--- src/rtl/cc_data_pkg.sv ---
// Shared widths, payload structs and encodings for the core-complex data path.
// Used by scoped name from every RTL module and the testbench.

`default_nettype none

package cc_data_pkg;

  // ----------------------------------------
  // Bus widths
  // ----------------------------------------
  localparam int unsigned AddrWidth = 32;
  localparam int unsigned DataWidth = 32;
  localparam int unsigned StrbWidth = DataWidth / 8;
  // Collective mask carried alongside each request
  localparam int unsigned CollWidth = 8;

  typedef logic [AddrWidth-1:0] addr_t;
  typedef logic [DataWidth-1:0] data_t;
  typedef logic [StrbWidth-1:0] strb_t;
  typedef logic [CollWidth-1:0] coll_t;

  // ----------------------------------------
  // Channel payloads
  // ----------------------------------------
  // Request, 77 bits
  typedef struct packed {
    addr_t addr;
    logic  write;
    data_t data;
    strb_t strb;
    coll_t coll;
  } data_req_t;

  // Response, 33 bits
  typedef struct packed {
    data_t data;
    logic  error;
  } data_rsp_t;

  // ----------------------------------------
  // Routing and requesters
  // ----------------------------------------
  typedef enum logic {
    TargetSoc  = 1'b0,
    TargetTcdm = 1'b1
  } target_e;

  localparam int unsigned NumRequesters = 2;

  // Index 0 is the integer core, index 1 the FP subsystem
  typedef logic [$clog2(NumRequesters)-1:0] requester_t;

endpackage

`default_nettype wire

--- src/rtl/cc_data_mux.sv ---
// Round-robin merge of the core and FP subsystem request streams onto one port.
// Responses come back in order and are steered to the requester that issued them.

`default_nettype none

module cc_data_mux #(
  parameter int unsigned RespDepth = 4
) (
  input  wire logic                  clk_i,
  input  wire logic                  rst_ni,
  // Requester side
  input  wire logic                  req_valid_i [cc_data_pkg::NumRequesters],
  output logic                       req_ready_o [cc_data_pkg::NumRequesters],
  input  wire cc_data_pkg::data_req_t req_i      [cc_data_pkg::NumRequesters],
  output logic                       rsp_valid_o [cc_data_pkg::NumRequesters],
  input  wire logic                  rsp_ready_i [cc_data_pkg::NumRequesters],
  output cc_data_pkg::data_rsp_t     rsp_o,
  // Merged side
  output logic                       req_valid_o,
  input  wire logic                  req_ready_i,
  output cc_data_pkg::data_req_t     req_o,
  input  wire logic                  rsp_valid_i,
  output logic                       rsp_ready_o,
  input  wire cc_data_pkg::data_rsp_t rsp_i
);

  cc_data_pkg::requester_t gnt, gnt_q, prio_q, ord_head;
  logic                    lock_q;
  logic                    ord_full, ord_empty;
  logic                    req_hs, rsp_hs;

  // ----------------------------------------
  // Arbitration
  // ----------------------------------------
  // Stalled grant stays put, otherwise priority requester wins if it asks
  always_comb begin
    if (lock_q) begin
      gnt = gnt_q;
    end else if (req_valid_i[prio_q]) begin
      gnt = prio_q;
    end else begin
      gnt = cc_data_pkg::requester_t'(prio_q + 1'b1);
    end
  end

  assign req_valid_o = req_valid_i[gnt] && !ord_full;
  assign req_o       = req_i[gnt];
  assign req_hs      = req_valid_o && req_ready_i;

  always_comb begin
    for (int i = 0; i < cc_data_pkg::NumRequesters; i++) begin
      req_ready_o[i] = (gnt == cc_data_pkg::requester_t'(i)) && req_ready_i && !ord_full;
    end
  end

  always_ff @(posedge clk_i or negedge rst_ni) begin
    if (!rst_ni) begin
      prio_q <= '0;
      gnt_q  <= '0;
      lock_q <= 1'b0;
    end else begin
      lock_q <= req_valid_o && !req_ready_i;
      gnt_q  <= gnt;
      if (req_hs) begin
        prio_q <= cc_data_pkg::requester_t'(gnt + 1'b1);
      end
    end
  end

  // ----------------------------------------
  // Response steering
  // ----------------------------------------
  assign rsp_hs      = rsp_valid_i && rsp_ready_o;
  assign rsp_ready_o = !ord_empty && rsp_ready_i[ord_head];
  assign rsp_o       = rsp_i;

  always_comb begin
    for (int i = 0; i < cc_data_pkg::NumRequesters; i++) begin
      rsp_valid_o[i] = rsp_valid_i && !ord_empty
                       && (ord_head == cc_data_pkg::requester_t'(i));
    end
  end

  cc_order_fifo #(
    .Depth (RespDepth),
    .T     (cc_data_pkg::requester_t)
  ) i_order_fifo (
    .clk_i   (clk_i),
    .rst_ni  (rst_ni),
    .push_i  (req_hs),
    .data_i  (gnt),
    .pop_i   (rsp_hs),
    .data_o  (ord_head),
    .full_o  (ord_full),
    .empty_o (ord_empty)
  );

  // Requesters hold valid and payload until the request is taken
  for (genvar i = 0; i < cc_data_pkg::NumRequesters; i++) begin : gen_req_stable
    req_stable : assert property (@(posedge clk_i) disable iff (!rst_ni)
      req_valid_i[i] && !req_ready_o[i] |=> req_valid_i[i] && $stable(req_i[i]))
      else $error("requester dropped or changed a pending request");
  end

endmodule

`default_nettype wire

--- src/rtl/cc_data_path.sv ---
// Top level of the data-port path: merge of the two requesters, optional
// request/response cuts, and TCDM/SoC routing.

`default_nettype none

module cc_data_path #(
  parameter int unsigned        TcdmAddrWidth = 17,
  parameter bit                 AliasEnable   = 1'b0,
  parameter cc_data_pkg::addr_t AliasBase     = '0,
  parameter int unsigned        RespDepth     = 4,
  parameter bit                 RegisterReq   = 1'b1,
  parameter bit                 RegisterRsp   = 1'b1
) (
  input  wire logic                   clk_i,
  input  wire logic                   rst_ni,
  input  wire cc_data_pkg::addr_t     tcdm_base_i,
  // Requesters, index 0 core and index 1 FP subsystem
  input  wire logic                   req_valid_i [cc_data_pkg::NumRequesters],
  output logic                        req_ready_o [cc_data_pkg::NumRequesters],
  input  wire cc_data_pkg::data_req_t req_i       [cc_data_pkg::NumRequesters],
  output logic                        rsp_valid_o [cc_data_pkg::NumRequesters],
  input  wire logic                   rsp_ready_i [cc_data_pkg::NumRequesters],
  output cc_data_pkg::data_rsp_t      rsp_o,
  // TCDM port
  output logic                        tcdm_req_valid_o,
  input  wire logic                   tcdm_req_ready_i,
  output cc_data_pkg::data_req_t      tcdm_req_o,
  input  wire logic                   tcdm_rsp_valid_i,
  output logic                        tcdm_rsp_ready_o,
  input  wire cc_data_pkg::data_rsp_t tcdm_rsp_i,
  // SoC port
  output logic                        soc_req_valid_o,
  input  wire logic                   soc_req_ready_i,
  output cc_data_pkg::data_req_t      soc_req_o,
  input  wire logic                   soc_rsp_valid_i,
  output logic                        soc_rsp_ready_o,
  input  wire cc_data_pkg::data_rsp_t soc_rsp_i
);

  // Mux to request cut, and response cut back to mux
  logic                   mux_req_valid, mux_req_ready;
  cc_data_pkg::data_req_t mux_req;
  logic                   mux_rsp_valid, mux_rsp_ready;
  cc_data_pkg::data_rsp_t mux_rsp;
  // Cuts to router
  logic                   rtr_req_valid, rtr_req_ready;
  cc_data_pkg::data_req_t rtr_req;
  logic                   rtr_rsp_valid, rtr_rsp_ready;
  cc_data_pkg::data_rsp_t rtr_rsp;

  cc_data_mux #(
    .RespDepth (RespDepth)
  ) i_mux (
    .clk_i       (clk_i),
    .rst_ni      (rst_ni),
    .req_valid_i (req_valid_i),
    .req_ready_o (req_ready_o),
    .req_i       (req_i),
    .rsp_valid_o (rsp_valid_o),
    .rsp_ready_i (rsp_ready_i),
    .rsp_o       (rsp_o),
    .req_valid_o (mux_req_valid),
    .req_ready_i (mux_req_ready),
    .req_o       (mux_req),
    .rsp_valid_i (mux_rsp_valid),
    .rsp_ready_o (mux_rsp_ready),
    .rsp_i       (mux_rsp)
  );

  cc_spill_reg #(
    .T      (cc_data_pkg::data_req_t),
    .Bypass (!RegisterReq)
  ) i_req_cut (
    .clk_i   (clk_i),
    .rst_ni  (rst_ni),
    .valid_i (mux_req_valid),
    .ready_o (mux_req_ready),
    .data_i  (mux_req),
    .valid_o (rtr_req_valid),
    .ready_i (rtr_req_ready),
    .data_o  (rtr_req)
  );

  cc_spill_reg #(
    .T      (cc_data_pkg::data_rsp_t),
    .Bypass (!RegisterRsp)
  ) i_rsp_cut (
    .clk_i   (clk_i),
    .rst_ni  (rst_ni),
    .valid_i (rtr_rsp_valid),
    .ready_o (rtr_rsp_ready),
    .data_i  (rtr_rsp),
    .valid_o (mux_rsp_valid),
    .ready_i (mux_rsp_ready),
    .data_o  (mux_rsp)
  );

  cc_data_router #(
    .TcdmAddrWidth (TcdmAddrWidth),
    .AliasEnable   (AliasEnable),
    .AliasBase     (AliasBase),
    .RespDepth     (RespDepth)
  ) i_router (
    .clk_i            (clk_i),
    .rst_ni           (rst_ni),
    .tcdm_base_i      (tcdm_base_i),
    .req_valid_i      (rtr_req_valid),
    .req_ready_o      (rtr_req_ready),
    .req_i            (rtr_req),
    .rsp_valid_o      (rtr_rsp_valid),
    .rsp_ready_i      (rtr_rsp_ready),
    .rsp_o            (rtr_rsp),
    .tcdm_req_valid_o (tcdm_req_valid_o),
    .tcdm_req_ready_i (tcdm_req_ready_i),
    .tcdm_req_o       (tcdm_req_o),
    .tcdm_rsp_valid_i (tcdm_rsp_valid_i),
    .tcdm_rsp_ready_o (tcdm_rsp_ready_o),
    .tcdm_rsp_i       (tcdm_rsp_i),
    .soc_req_valid_o  (soc_req_valid_o),
    .soc_req_ready_i  (soc_req_ready_i),
    .soc_req_o        (soc_req_o),
    .soc_rsp_valid_i  (soc_rsp_valid_i),
    .soc_rsp_ready_o  (soc_rsp_ready_o),
    .soc_rsp_i        (soc_rsp_i)
  );

endmodule

`default_nettype wire

--- src/rtl/cc_data_router.sv ---
// Routes the merged request stream to the TCDM or the SoC port by address.
// Collective requests always go to the SoC; responses are collected in issue order.

`default_nettype none

module cc_data_router #(
  parameter int unsigned        TcdmAddrWidth = 17,
  parameter bit                 AliasEnable   = 1'b0,
  parameter cc_data_pkg::addr_t AliasBase     = '0,
  parameter int unsigned        RespDepth     = 4
) (
  input  wire logic                   clk_i,
  input  wire logic                   rst_ni,
  input  wire cc_data_pkg::addr_t     tcdm_base_i,
  // Merged stream
  input  wire logic                   req_valid_i,
  output logic                        req_ready_o,
  input  wire cc_data_pkg::data_req_t req_i,
  output logic                        rsp_valid_o,
  input  wire logic                   rsp_ready_i,
  output cc_data_pkg::data_rsp_t      rsp_o,
  // TCDM port
  output logic                        tcdm_req_valid_o,
  input  wire logic                   tcdm_req_ready_i,
  output cc_data_pkg::data_req_t      tcdm_req_o,
  input  wire logic                   tcdm_rsp_valid_i,
  output logic                        tcdm_rsp_ready_o,
  input  wire cc_data_pkg::data_rsp_t tcdm_rsp_i,
  // SoC port
  output logic                        soc_req_valid_o,
  input  wire logic                   soc_req_ready_i,
  output cc_data_pkg::data_req_t      soc_req_o,
  input  wire logic                   soc_rsp_valid_i,
  output logic                        soc_rsp_ready_o,
  input  wire cc_data_pkg::data_rsp_t soc_rsp_i
);

  // Bits above the window size identify the window
  localparam cc_data_pkg::addr_t WinMask = {cc_data_pkg::AddrWidth{1'b1}} << TcdmAddrWidth;

  cc_data_pkg::target_e sel, ord_head;
  logic                 in_tcdm, in_alias, sel_ready;
  logic                 ord_full, ord_empty;
  logic                 req_hs, rsp_hs;

  // ----------------------------------------
  // Target decode
  // ----------------------------------------
  assign in_tcdm  = (req_i.addr & WinMask) == (tcdm_base_i & WinMask);
  assign in_alias = AliasEnable && ((req_i.addr & WinMask) == (AliasBase & WinMask));

  // Collectives are resolved outside the cluster, so they never take the TCDM path
  always_comb begin
    if (req_i.coll != '0) begin
      sel = cc_data_pkg::TargetSoc;
    end else if (in_tcdm || in_alias) begin
      sel = cc_data_pkg::TargetTcdm;
    end else begin
      sel = cc_data_pkg::TargetSoc;
    end
  end

  // ----------------------------------------
  // Request demux
  // ----------------------------------------
  assign sel_ready   = (sel == cc_data_pkg::TargetTcdm) ? tcdm_req_ready_i : soc_req_ready_i;
  assign req_ready_o = sel_ready && !ord_full;
  assign req_hs      = req_valid_i && req_ready_o;

  assign tcdm_req_valid_o = req_valid_i && !ord_full && (sel == cc_data_pkg::TargetTcdm);
  assign soc_req_valid_o  = req_valid_i && !ord_full && (sel == cc_data_pkg::TargetSoc);
  assign tcdm_req_o       = req_i;
  assign soc_req_o        = req_i;

  // ----------------------------------------
  // Response collection
  // ----------------------------------------
  // Only the target at the FIFO head may answer
  always_comb begin
    if (ord_head == cc_data_pkg::TargetTcdm) begin
      rsp_valid_o = !ord_empty && tcdm_rsp_valid_i;
      rsp_o       = tcdm_rsp_i;
    end else begin
      rsp_valid_o = !ord_empty && soc_rsp_valid_i;
      rsp_o       = soc_rsp_i;
    end
  end

  assign tcdm_rsp_ready_o = !ord_empty && (ord_head == cc_data_pkg::TargetTcdm) && rsp_ready_i;
  assign soc_rsp_ready_o  = !ord_empty && (ord_head == cc_data_pkg::TargetSoc) && rsp_ready_i;
  assign rsp_hs           = rsp_valid_o && rsp_ready_i;

  cc_order_fifo #(
    .Depth (RespDepth),
    .T     (cc_data_pkg::target_e)
  ) i_order_fifo (
    .clk_i   (clk_i),
    .rst_ni  (rst_ni),
    .push_i  (req_hs),
    .data_i  (sel),
    .pop_i   (rsp_hs),
    .data_o  (ord_head),
    .full_o  (ord_full),
    .empty_o (ord_empty)
  );

  // Targets answer only requests they were sent
  no_orphan_rsp : assert property (@(posedge clk_i) disable iff (!rst_ni)
    tcdm_rsp_valid_i || soc_rsp_valid_i |-> !ord_empty)
    else $error("target response with no request outstanding");

endmodule

`default_nettype wire

--- src/rtl/cc_order_fifo.sv ---
// Small circular FIFO that records, for each outstanding request, where its
// response is expected from. Push and pop are gated by the user with full/empty.

`default_nettype none

module cc_order_fifo #(
  parameter int unsigned Depth = 4,
  parameter type         T     = logic
) (
  input  wire logic clk_i,
  input  wire logic rst_ni,
  input  wire logic push_i,
  input  wire T     data_i,
  input  wire logic pop_i,
  output T          data_o,
  output logic      full_o,
  output logic      empty_o
);

  localparam int unsigned PtrWidth = (Depth > 1) ? $clog2(Depth) : 1;
  localparam int unsigned CntWidth = $clog2(Depth + 1);

  T                    mem_q [Depth];
  logic [PtrWidth-1:0] wr_ptr_q, rd_ptr_q;
  logic [CntWidth-1:0] cnt_q;

  assign full_o  = (cnt_q == CntWidth'(Depth));
  assign empty_o = (cnt_q == '0);
  assign data_o  = mem_q[rd_ptr_q];

  // Pointers wrap at Depth, which need not be a power of two
  always_ff @(posedge clk_i or negedge rst_ni) begin
    if (!rst_ni) begin
      wr_ptr_q <= '0;
      rd_ptr_q <= '0;
      cnt_q    <= '0;
    end else begin
      if (push_i) begin
        wr_ptr_q <= (wr_ptr_q == PtrWidth'(Depth - 1)) ? '0 : wr_ptr_q + 1'b1;
      end
      if (pop_i) begin
        rd_ptr_q <= (rd_ptr_q == PtrWidth'(Depth - 1)) ? '0 : rd_ptr_q + 1'b1;
      end
      if (push_i && !pop_i) begin
        cnt_q <= cnt_q + 1'b1;
      end else if (pop_i && !push_i) begin
        cnt_q <= cnt_q - 1'b1;
      end
    end
  end

  always_ff @(posedge clk_i) begin
    if (push_i) begin
      mem_q[wr_ptr_q] <= data_i;
    end
  end

  no_overflow : assert property (@(posedge clk_i) disable iff (!rst_ni)
    full_o |-> !push_i)
    else $error("order FIFO pushed while full");

  no_underflow : assert property (@(posedge clk_i) disable iff (!rst_ni)
    empty_o |-> !pop_i)
    else $error("order FIFO popped while empty");

endmodule

`default_nettype wire

--- src/rtl/cc_spill_reg.sv ---
// Two-entry valid/ready spill register that cuts all paths between its ports.
// The payload type is a parameter; with Bypass set the channel passes straight through.

`default_nettype none

module cc_spill_reg #(
  parameter type T      = logic,
  parameter bit  Bypass = 1'b0
) (
  input  wire logic clk_i,
  input  wire logic rst_ni,
  input  wire logic valid_i,
  output logic      ready_o,
  input  wire T     data_i,
  output logic      valid_o,
  input  wire logic ready_i,
  output T          data_o
);

  if (Bypass) begin : gen_bypass
    assign valid_o = valid_i;
    assign ready_o = ready_i;
    assign data_o  = data_i;
  end else begin : gen_spill
    // Slot a takes new items, slot b holds the older item on a stall
    T     a_data_q, b_data_q;
    logic a_full_q, b_full_q;
    logic a_fill, a_drain, b_fill, b_drain;

    assign a_fill  = valid_i && ready_o;
    assign a_drain = a_full_q && !b_full_q;
    assign b_fill  = a_drain && !ready_i;
    assign b_drain = b_full_q && ready_i;

    always_ff @(posedge clk_i or negedge rst_ni) begin
      if (!rst_ni) begin
        a_full_q <= 1'b0;
        b_full_q <= 1'b0;
      end else begin
        if (a_fill || a_drain) begin
          a_full_q <= a_fill;
        end
        if (b_fill || b_drain) begin
          b_full_q <= b_fill;
        end
      end
    end

    always_ff @(posedge clk_i) begin
      if (a_fill) begin
        a_data_q <= data_i;
      end
      if (b_fill) begin
        b_data_q <= a_data_q;
      end
    end

    // Older item leaves first
    assign valid_o = a_full_q || b_full_q;
    assign data_o  = b_full_q ? b_data_q : a_data_q;
    assign ready_o = !a_full_q || !b_full_q;

    // Held output must not change until it is taken
    stable_out : assert property (@(posedge clk_i) disable iff (!rst_ni)
      valid_o && !ready_i |=> valid_o && $stable(data_o))
      else $error("spill register output changed while stalled");
  end

endmodule

`default_nettype wire

--- config.mk ---
export PLATFORM = sky130hd
export DESIGN_NAME = cc_data_path
export DESIGN_NICKNAME = d
export VERILOG_FILES = /design/src/rtl/cc_data_pkg.sv /design/src/rtl/cc_data_mux.sv /design/src/rtl/cc_data_path.sv /design/src/rtl/cc_data_router.sv /design/src/rtl/cc_order_fifo.sv /design/src/rtl/cc_spill_reg.sv
export SDC_FILE = /design/constraint.sdc
export NUM_CORES = 1
export LEC_CHECK = 0
export BUFFER_PORTS_ARGS = -buffer_cell sky130_fd_sc_hd__buf_2
export CAP_MARGIN = 20
export CELL_PAD_IN_SITES_DETAIL_PLACEMENT = 0
export CELL_PAD_IN_SITES_GLOBAL_PLACEMENT = 1
export CORE_UTILIZATION = 35
export DETAILED_ROUTE_END_ITERATION = 12
export GPL_TIMING_DRIVEN = 0
export PLACE_DENSITY = 0.77
export REMOVE_ABC_BUFFERS = 1
export SLEW_MARGIN = 20
export SYNTH_ARGS = -nofsm -noshare
export SYNTH_HDL_FRONTEND = slang
export SYNTH_SLANG_ARGS = --single-unit
--- constraint.sdc ---
create_clock -name clk_i -period 7.2 [get_ports clk_i]
set_clock_uncertainty 0.05 [all_clocks]
set_input_delay 1.44 -clock clk_i [delete_from_list [all_inputs] [get_ports clk_i]]
set_output_delay 1.44 -clock clk_i [all_outputs]
set_load 0.005 [all_outputs]
==> metrics.md <==
| Metric | Value |
|---|---|
| Met1 Wirelength | `approximately 11 mm` |
| Most frequent cells in the layout | `buf_2 (439), mux2_2 (229), edfxtp_1 (228)` |
| Main combinational cell family by area after synthesis | `multiplexers` |
| CP Max Fanout | `54` |
| Vias in the first global route | `6775` |
| Final Cycle Share | `69.82%` |
| Post-Synth Simple-Gate Area | `under 10%` |
| Capturing point of the worst reg2reg path | `i_router.i_order_fifo.cnt_q[2]` |
| Initial core utilization | `about 35%` |
| Final ANT Viol Nets | `0` |
| Worst hold path class | `flip-flop to flip-flop` |
| Static leakage | `between 6 and 7 nW` |
| Switching part of the total | `32.31%` |
| Multi-input logic area | `between 3000 and 4000 µm²` |
| Pin count of the biggest net entering global routing | `55` |
| Slew HR | `47.94%` |
| Initial antenna violation count | `0` |
| Final HPWL DP | `slightly above 20 mm` |
| Hold Path Sink | `i_req_cut.gen_spill.b_data_q[23]` |
| Launching point of the worst reg2reg path | `i_req_cut.gen_spill.b_full_q` |
| Ant diodes | `0` |
| DR top layer | `met4` |
| Routed wl met3 | `roughly 1.8 mm` |
| Critical Path Start Type | `flip-flop` |
| Hold Violations, Final | `0` |
| Layout area overhead | `29.36%` |
| RSZ-0062 raised after global routing | `false` |
| Post-synthesis xor/xnor area fraction | `1.600%` |
| DR DRC count | `0` |
| Sequential share of power | `38.6%` |
| Placed cell count | `1500` |
| Avg Cell Area, Syn | `16.45 µm²` |
| Max-cap viol count | `0` |
| Outcome | `completed` |
| Pwr per Cell Area | `469.5 nW/µm²` |
| All-layer global routing usage | `between 10% and 20%` |
| Post-synth ARST share | `around 8.4%` |
| Worst VDD drop | `~0.00023 V` |
| I/O Buffers | `around 440` |
| Ports | `between 400 and 500` |
| Adder-Cell Fraction of Synth Area | `1.654%` |
| Final WL | `~26 mm` |
| Fin cells | `about 1600` |
| GRT Residual Overflow | `0` |
| Synth Register Bits | `between 200 and 250` |
| WL met2 | `~13 mm` |
| Share of cells above drive strength 1 | `between 60% and 70%` |
| Internal Power | `roughly 4.7 mW` |
| CTS tree | `done` |
| Yosys top cell area share | `59.54%` |
| Post-synthesis mux area share | `roughly 23%` |
| Min Clock Period, post-route | `around 5 ns` |
| Combinational share of power | `42.2%` |
| Fillers | `2917` |
| H-tree depth | `1` |
| CP Capture Type | `primary output` |
| WL per Instance | `around 17 µm` |
| Slew @ Worst Pin | `~0.8 ns` |
| Max clock buf depth | `3` |
| Slew Limit Fails | `0` |
| Fmax achieved | `between 150 and 200 MHz` |
| Clock share of power | `19.2%` |
| Mapped Cells | `between 600 and 700` |
| Synth cell types | `32` |
| Final core occ | `around 46%` |
| Critical path class | `flip-flop to primary output` |
| Initial DRC count | `162` |
| Prevailing post-synth register cell | `edfxtp_1` |
| Post-CTS setup buffer count | `0` |
| Most common cell after layout, fill and taps aside | `buf_2` |
| Row count | `66` |
| Final WS setup | `about 2.2 ns` |
| Yosys top cell by area | `edfxtp_1` |
| Hold path start | `i_req_cut.gen_spill.a_data_q[23]` |
| Die X | `~180 µm` |
| Sw power | `between 2 and 2.5 mW` |
| Detailed-router iteration count before antenna repair | `6` |
| Synthesized area | `roughly 11000 µm²` |
| Worst slack at placement | `roughly 2.4 ns` |
| Area contributors post-synth | `edfxtp_1 (60%), mux2_2 (22%), buf_4 (5.0%)` |
| CTS root buffer | `clkbuf_16` |
| Vias | `a little under 7000` |
| Core ar. | `~32000 µm²` |
| Hold Crit Depth | `0` |
| Die ar. | `roughly 34000 µm²` |
| Routability-driven placement congestion ratio | `0.7851` |
| CTS clk-pin slew, worst paths | `approximately 0.060 ns` |
| First-pass GRT wire length | `around 39 mm` |
| Yosys warns | `0` |
| Compound-Gate Fraction of Synth Area | `less than 1%` |
| Worst path required time | `between 5 and 6 ns` |
| Worst r2r path cells | `13` |
| Total CTS buffers | `27` |
| Reg2Reg Setup Slack | `2.56 ns` |
| Final Setup Violations | `0` |
| Die H | `between 150 and 200 µm` |
| Post-synthesis sequential area ratio | `64.11%` |
| Arrival @ worst endpoint | `about 3.5 ns` |
| Register Area | `7377 µm²` |
| Resized Gates After CTS | `0` |
| Post-synth EDFFs | `approximately 230` |
| Clock sink count | `249` |
| Via density | `around 4.5` |
| Clk Latency, worst-skew pair | `0.53 ns` |
| Layout net count | `1363` |
| Post-CTS Hold Fix Bufs | `0` |
[cells in the mapped netlist (2+ instances only)]
cell,count
ha_1,12
nand2b_1,2
buf_4,77
nor3b_1,4
xnor2_1,4
xor2_1,17
a21oi_1,5
mux4_2,2
fa_1,2
nor2_1,15
nand2_1,13
o21ai_0,5
nor3_1,5
mux2_2,229
nor2b_1,3
mux2i_1,3
edfxtp_1,228
nor4_1,4
clkbuf_1,11
buf_2,2
and2_1,9
dfrtp_1,21
inv_1,7
buf_1,11
[layout make-up]
| type | count | area share, % |
|---|---|---|
| Sequential cell | 249 | 49.60 |
| Multi-Input combinational cell | 341 | 23.29 |
| Timing Repair Buffer | 461 | 17.45 |
| Clock buffer | 34 | 4.719 |
| Tap cell | 442 | 3.718 |
| Clock inverter | 16 | 1.043 |
| Inverter | 7 | 0.1766 |
[layer usage]
metal / GRT usage [%] / vias to the layer above
met3: 3.435 / 31
met1: 18.38 / 3262
met2: 26.65 / 287
li1: - / 3322
met4: 4.767 / 0
met5: 0 / -
[sequential cells by signal (all words and copies together), names as in the netlist, 2 cells and up]
| signal | flops |
|---|---|
| i_req_cut.gen_spill.a_data_q | 77 |
| i_router.i_order_fifo.rd_ptr_q | 2 |
| i_rsp_cut.gen_spill.b_data_q | 33 |
| i_router.i_order_fifo.cnt_q | 3 |
| i_mux.i_order_fifo.mem_q | 4 |
| i_router.i_order_fifo.wr_ptr_q | 2 |
| i_rsp_cut.gen_spill.a_data_q | 33 |
| i_mux.i_order_fifo.wr_ptr_q | 2 |
| i_mux.i_order_fifo.rd_ptr_q | 2 |
| i_router.i_order_fifo.mem_q | 4 |
| i_mux.i_order_fifo.cnt_q | 3 |
| i_req_cut.gen_spill.b_data_q | 77 |
[worst max-delay path by stage]
stage,start,to,slack (ns),depth (start not counted)
detailed placement,req_valid_i[1],i_mux.i_order_fifo.cnt_q[2],2.39,13
CTS,i_req_cut.gen_spill.b_full_q,tcdm_req_valid_o,2.10,8
finish,i_req_cut.gen_spill.b_full_q,tcdm_req_valid_o,2.17,8
floorplan,req_valid_i[1],i_mux.i_order_fifo.cnt_q[2],-7.01,11
global placement,req_valid_i[1],i_mux.i_order_fifo.cnt_q[2],-12.73,12
global route,i_req_cut.gen_spill.b_full_q,tcdm_req_valid_o,1.97,8
[per-stage QoR]
stage / instance area (µm²) / setup TNS (ns) / power (mW) / hold WS, ns
6_report: 14870 / 0 / 6.983 / 0.3938
5_1_grt: 14870 / 0 / 7.428 / 0.3985
4_1_cts: 14870 / 0 / 7.108 / 0.3955
3_5_place_dp: 14020 / 0 / 5.726 / 0.3815
3_3_place_gp: 13570 / -1735.93 / 5.663 / 0.3740
2_1_floorplan: 10820 / -714.01 / 4.376 / 0.3722
[critical path, stage by stage, from the launching register on]
cell,delay (ns)
dfrtp_4,0.71
buf_16,0.31
mux2_2,0.42
xor2_1,0.15
nor4_1,0.32
nand3_1,0.19
nor4b_4,0.57
and2_1,0.20
buf_2,0.10
[power groups by stage]
stage                     combinational [mW]  clock (mW)  sequential (mW)
final                                   2.95        1.34             2.69
after global routing                    3.22        1.44             2.77
after CTS                               3.02        1.39             2.70
after detailed placement                2.99           0             2.73
after global placement                  2.77           0             2.89
after floorplan                         1.64           0             2.74
[cell families after synthesis]
logic type      count (synthesis)
xor+xnor                       21
buf+inv                       109
mux                           234
fa+ha+maj                      14
compound gates                 13
simple gates                   59
flops                         249
No activity file was read; power rests on OpenSTA's default activity.
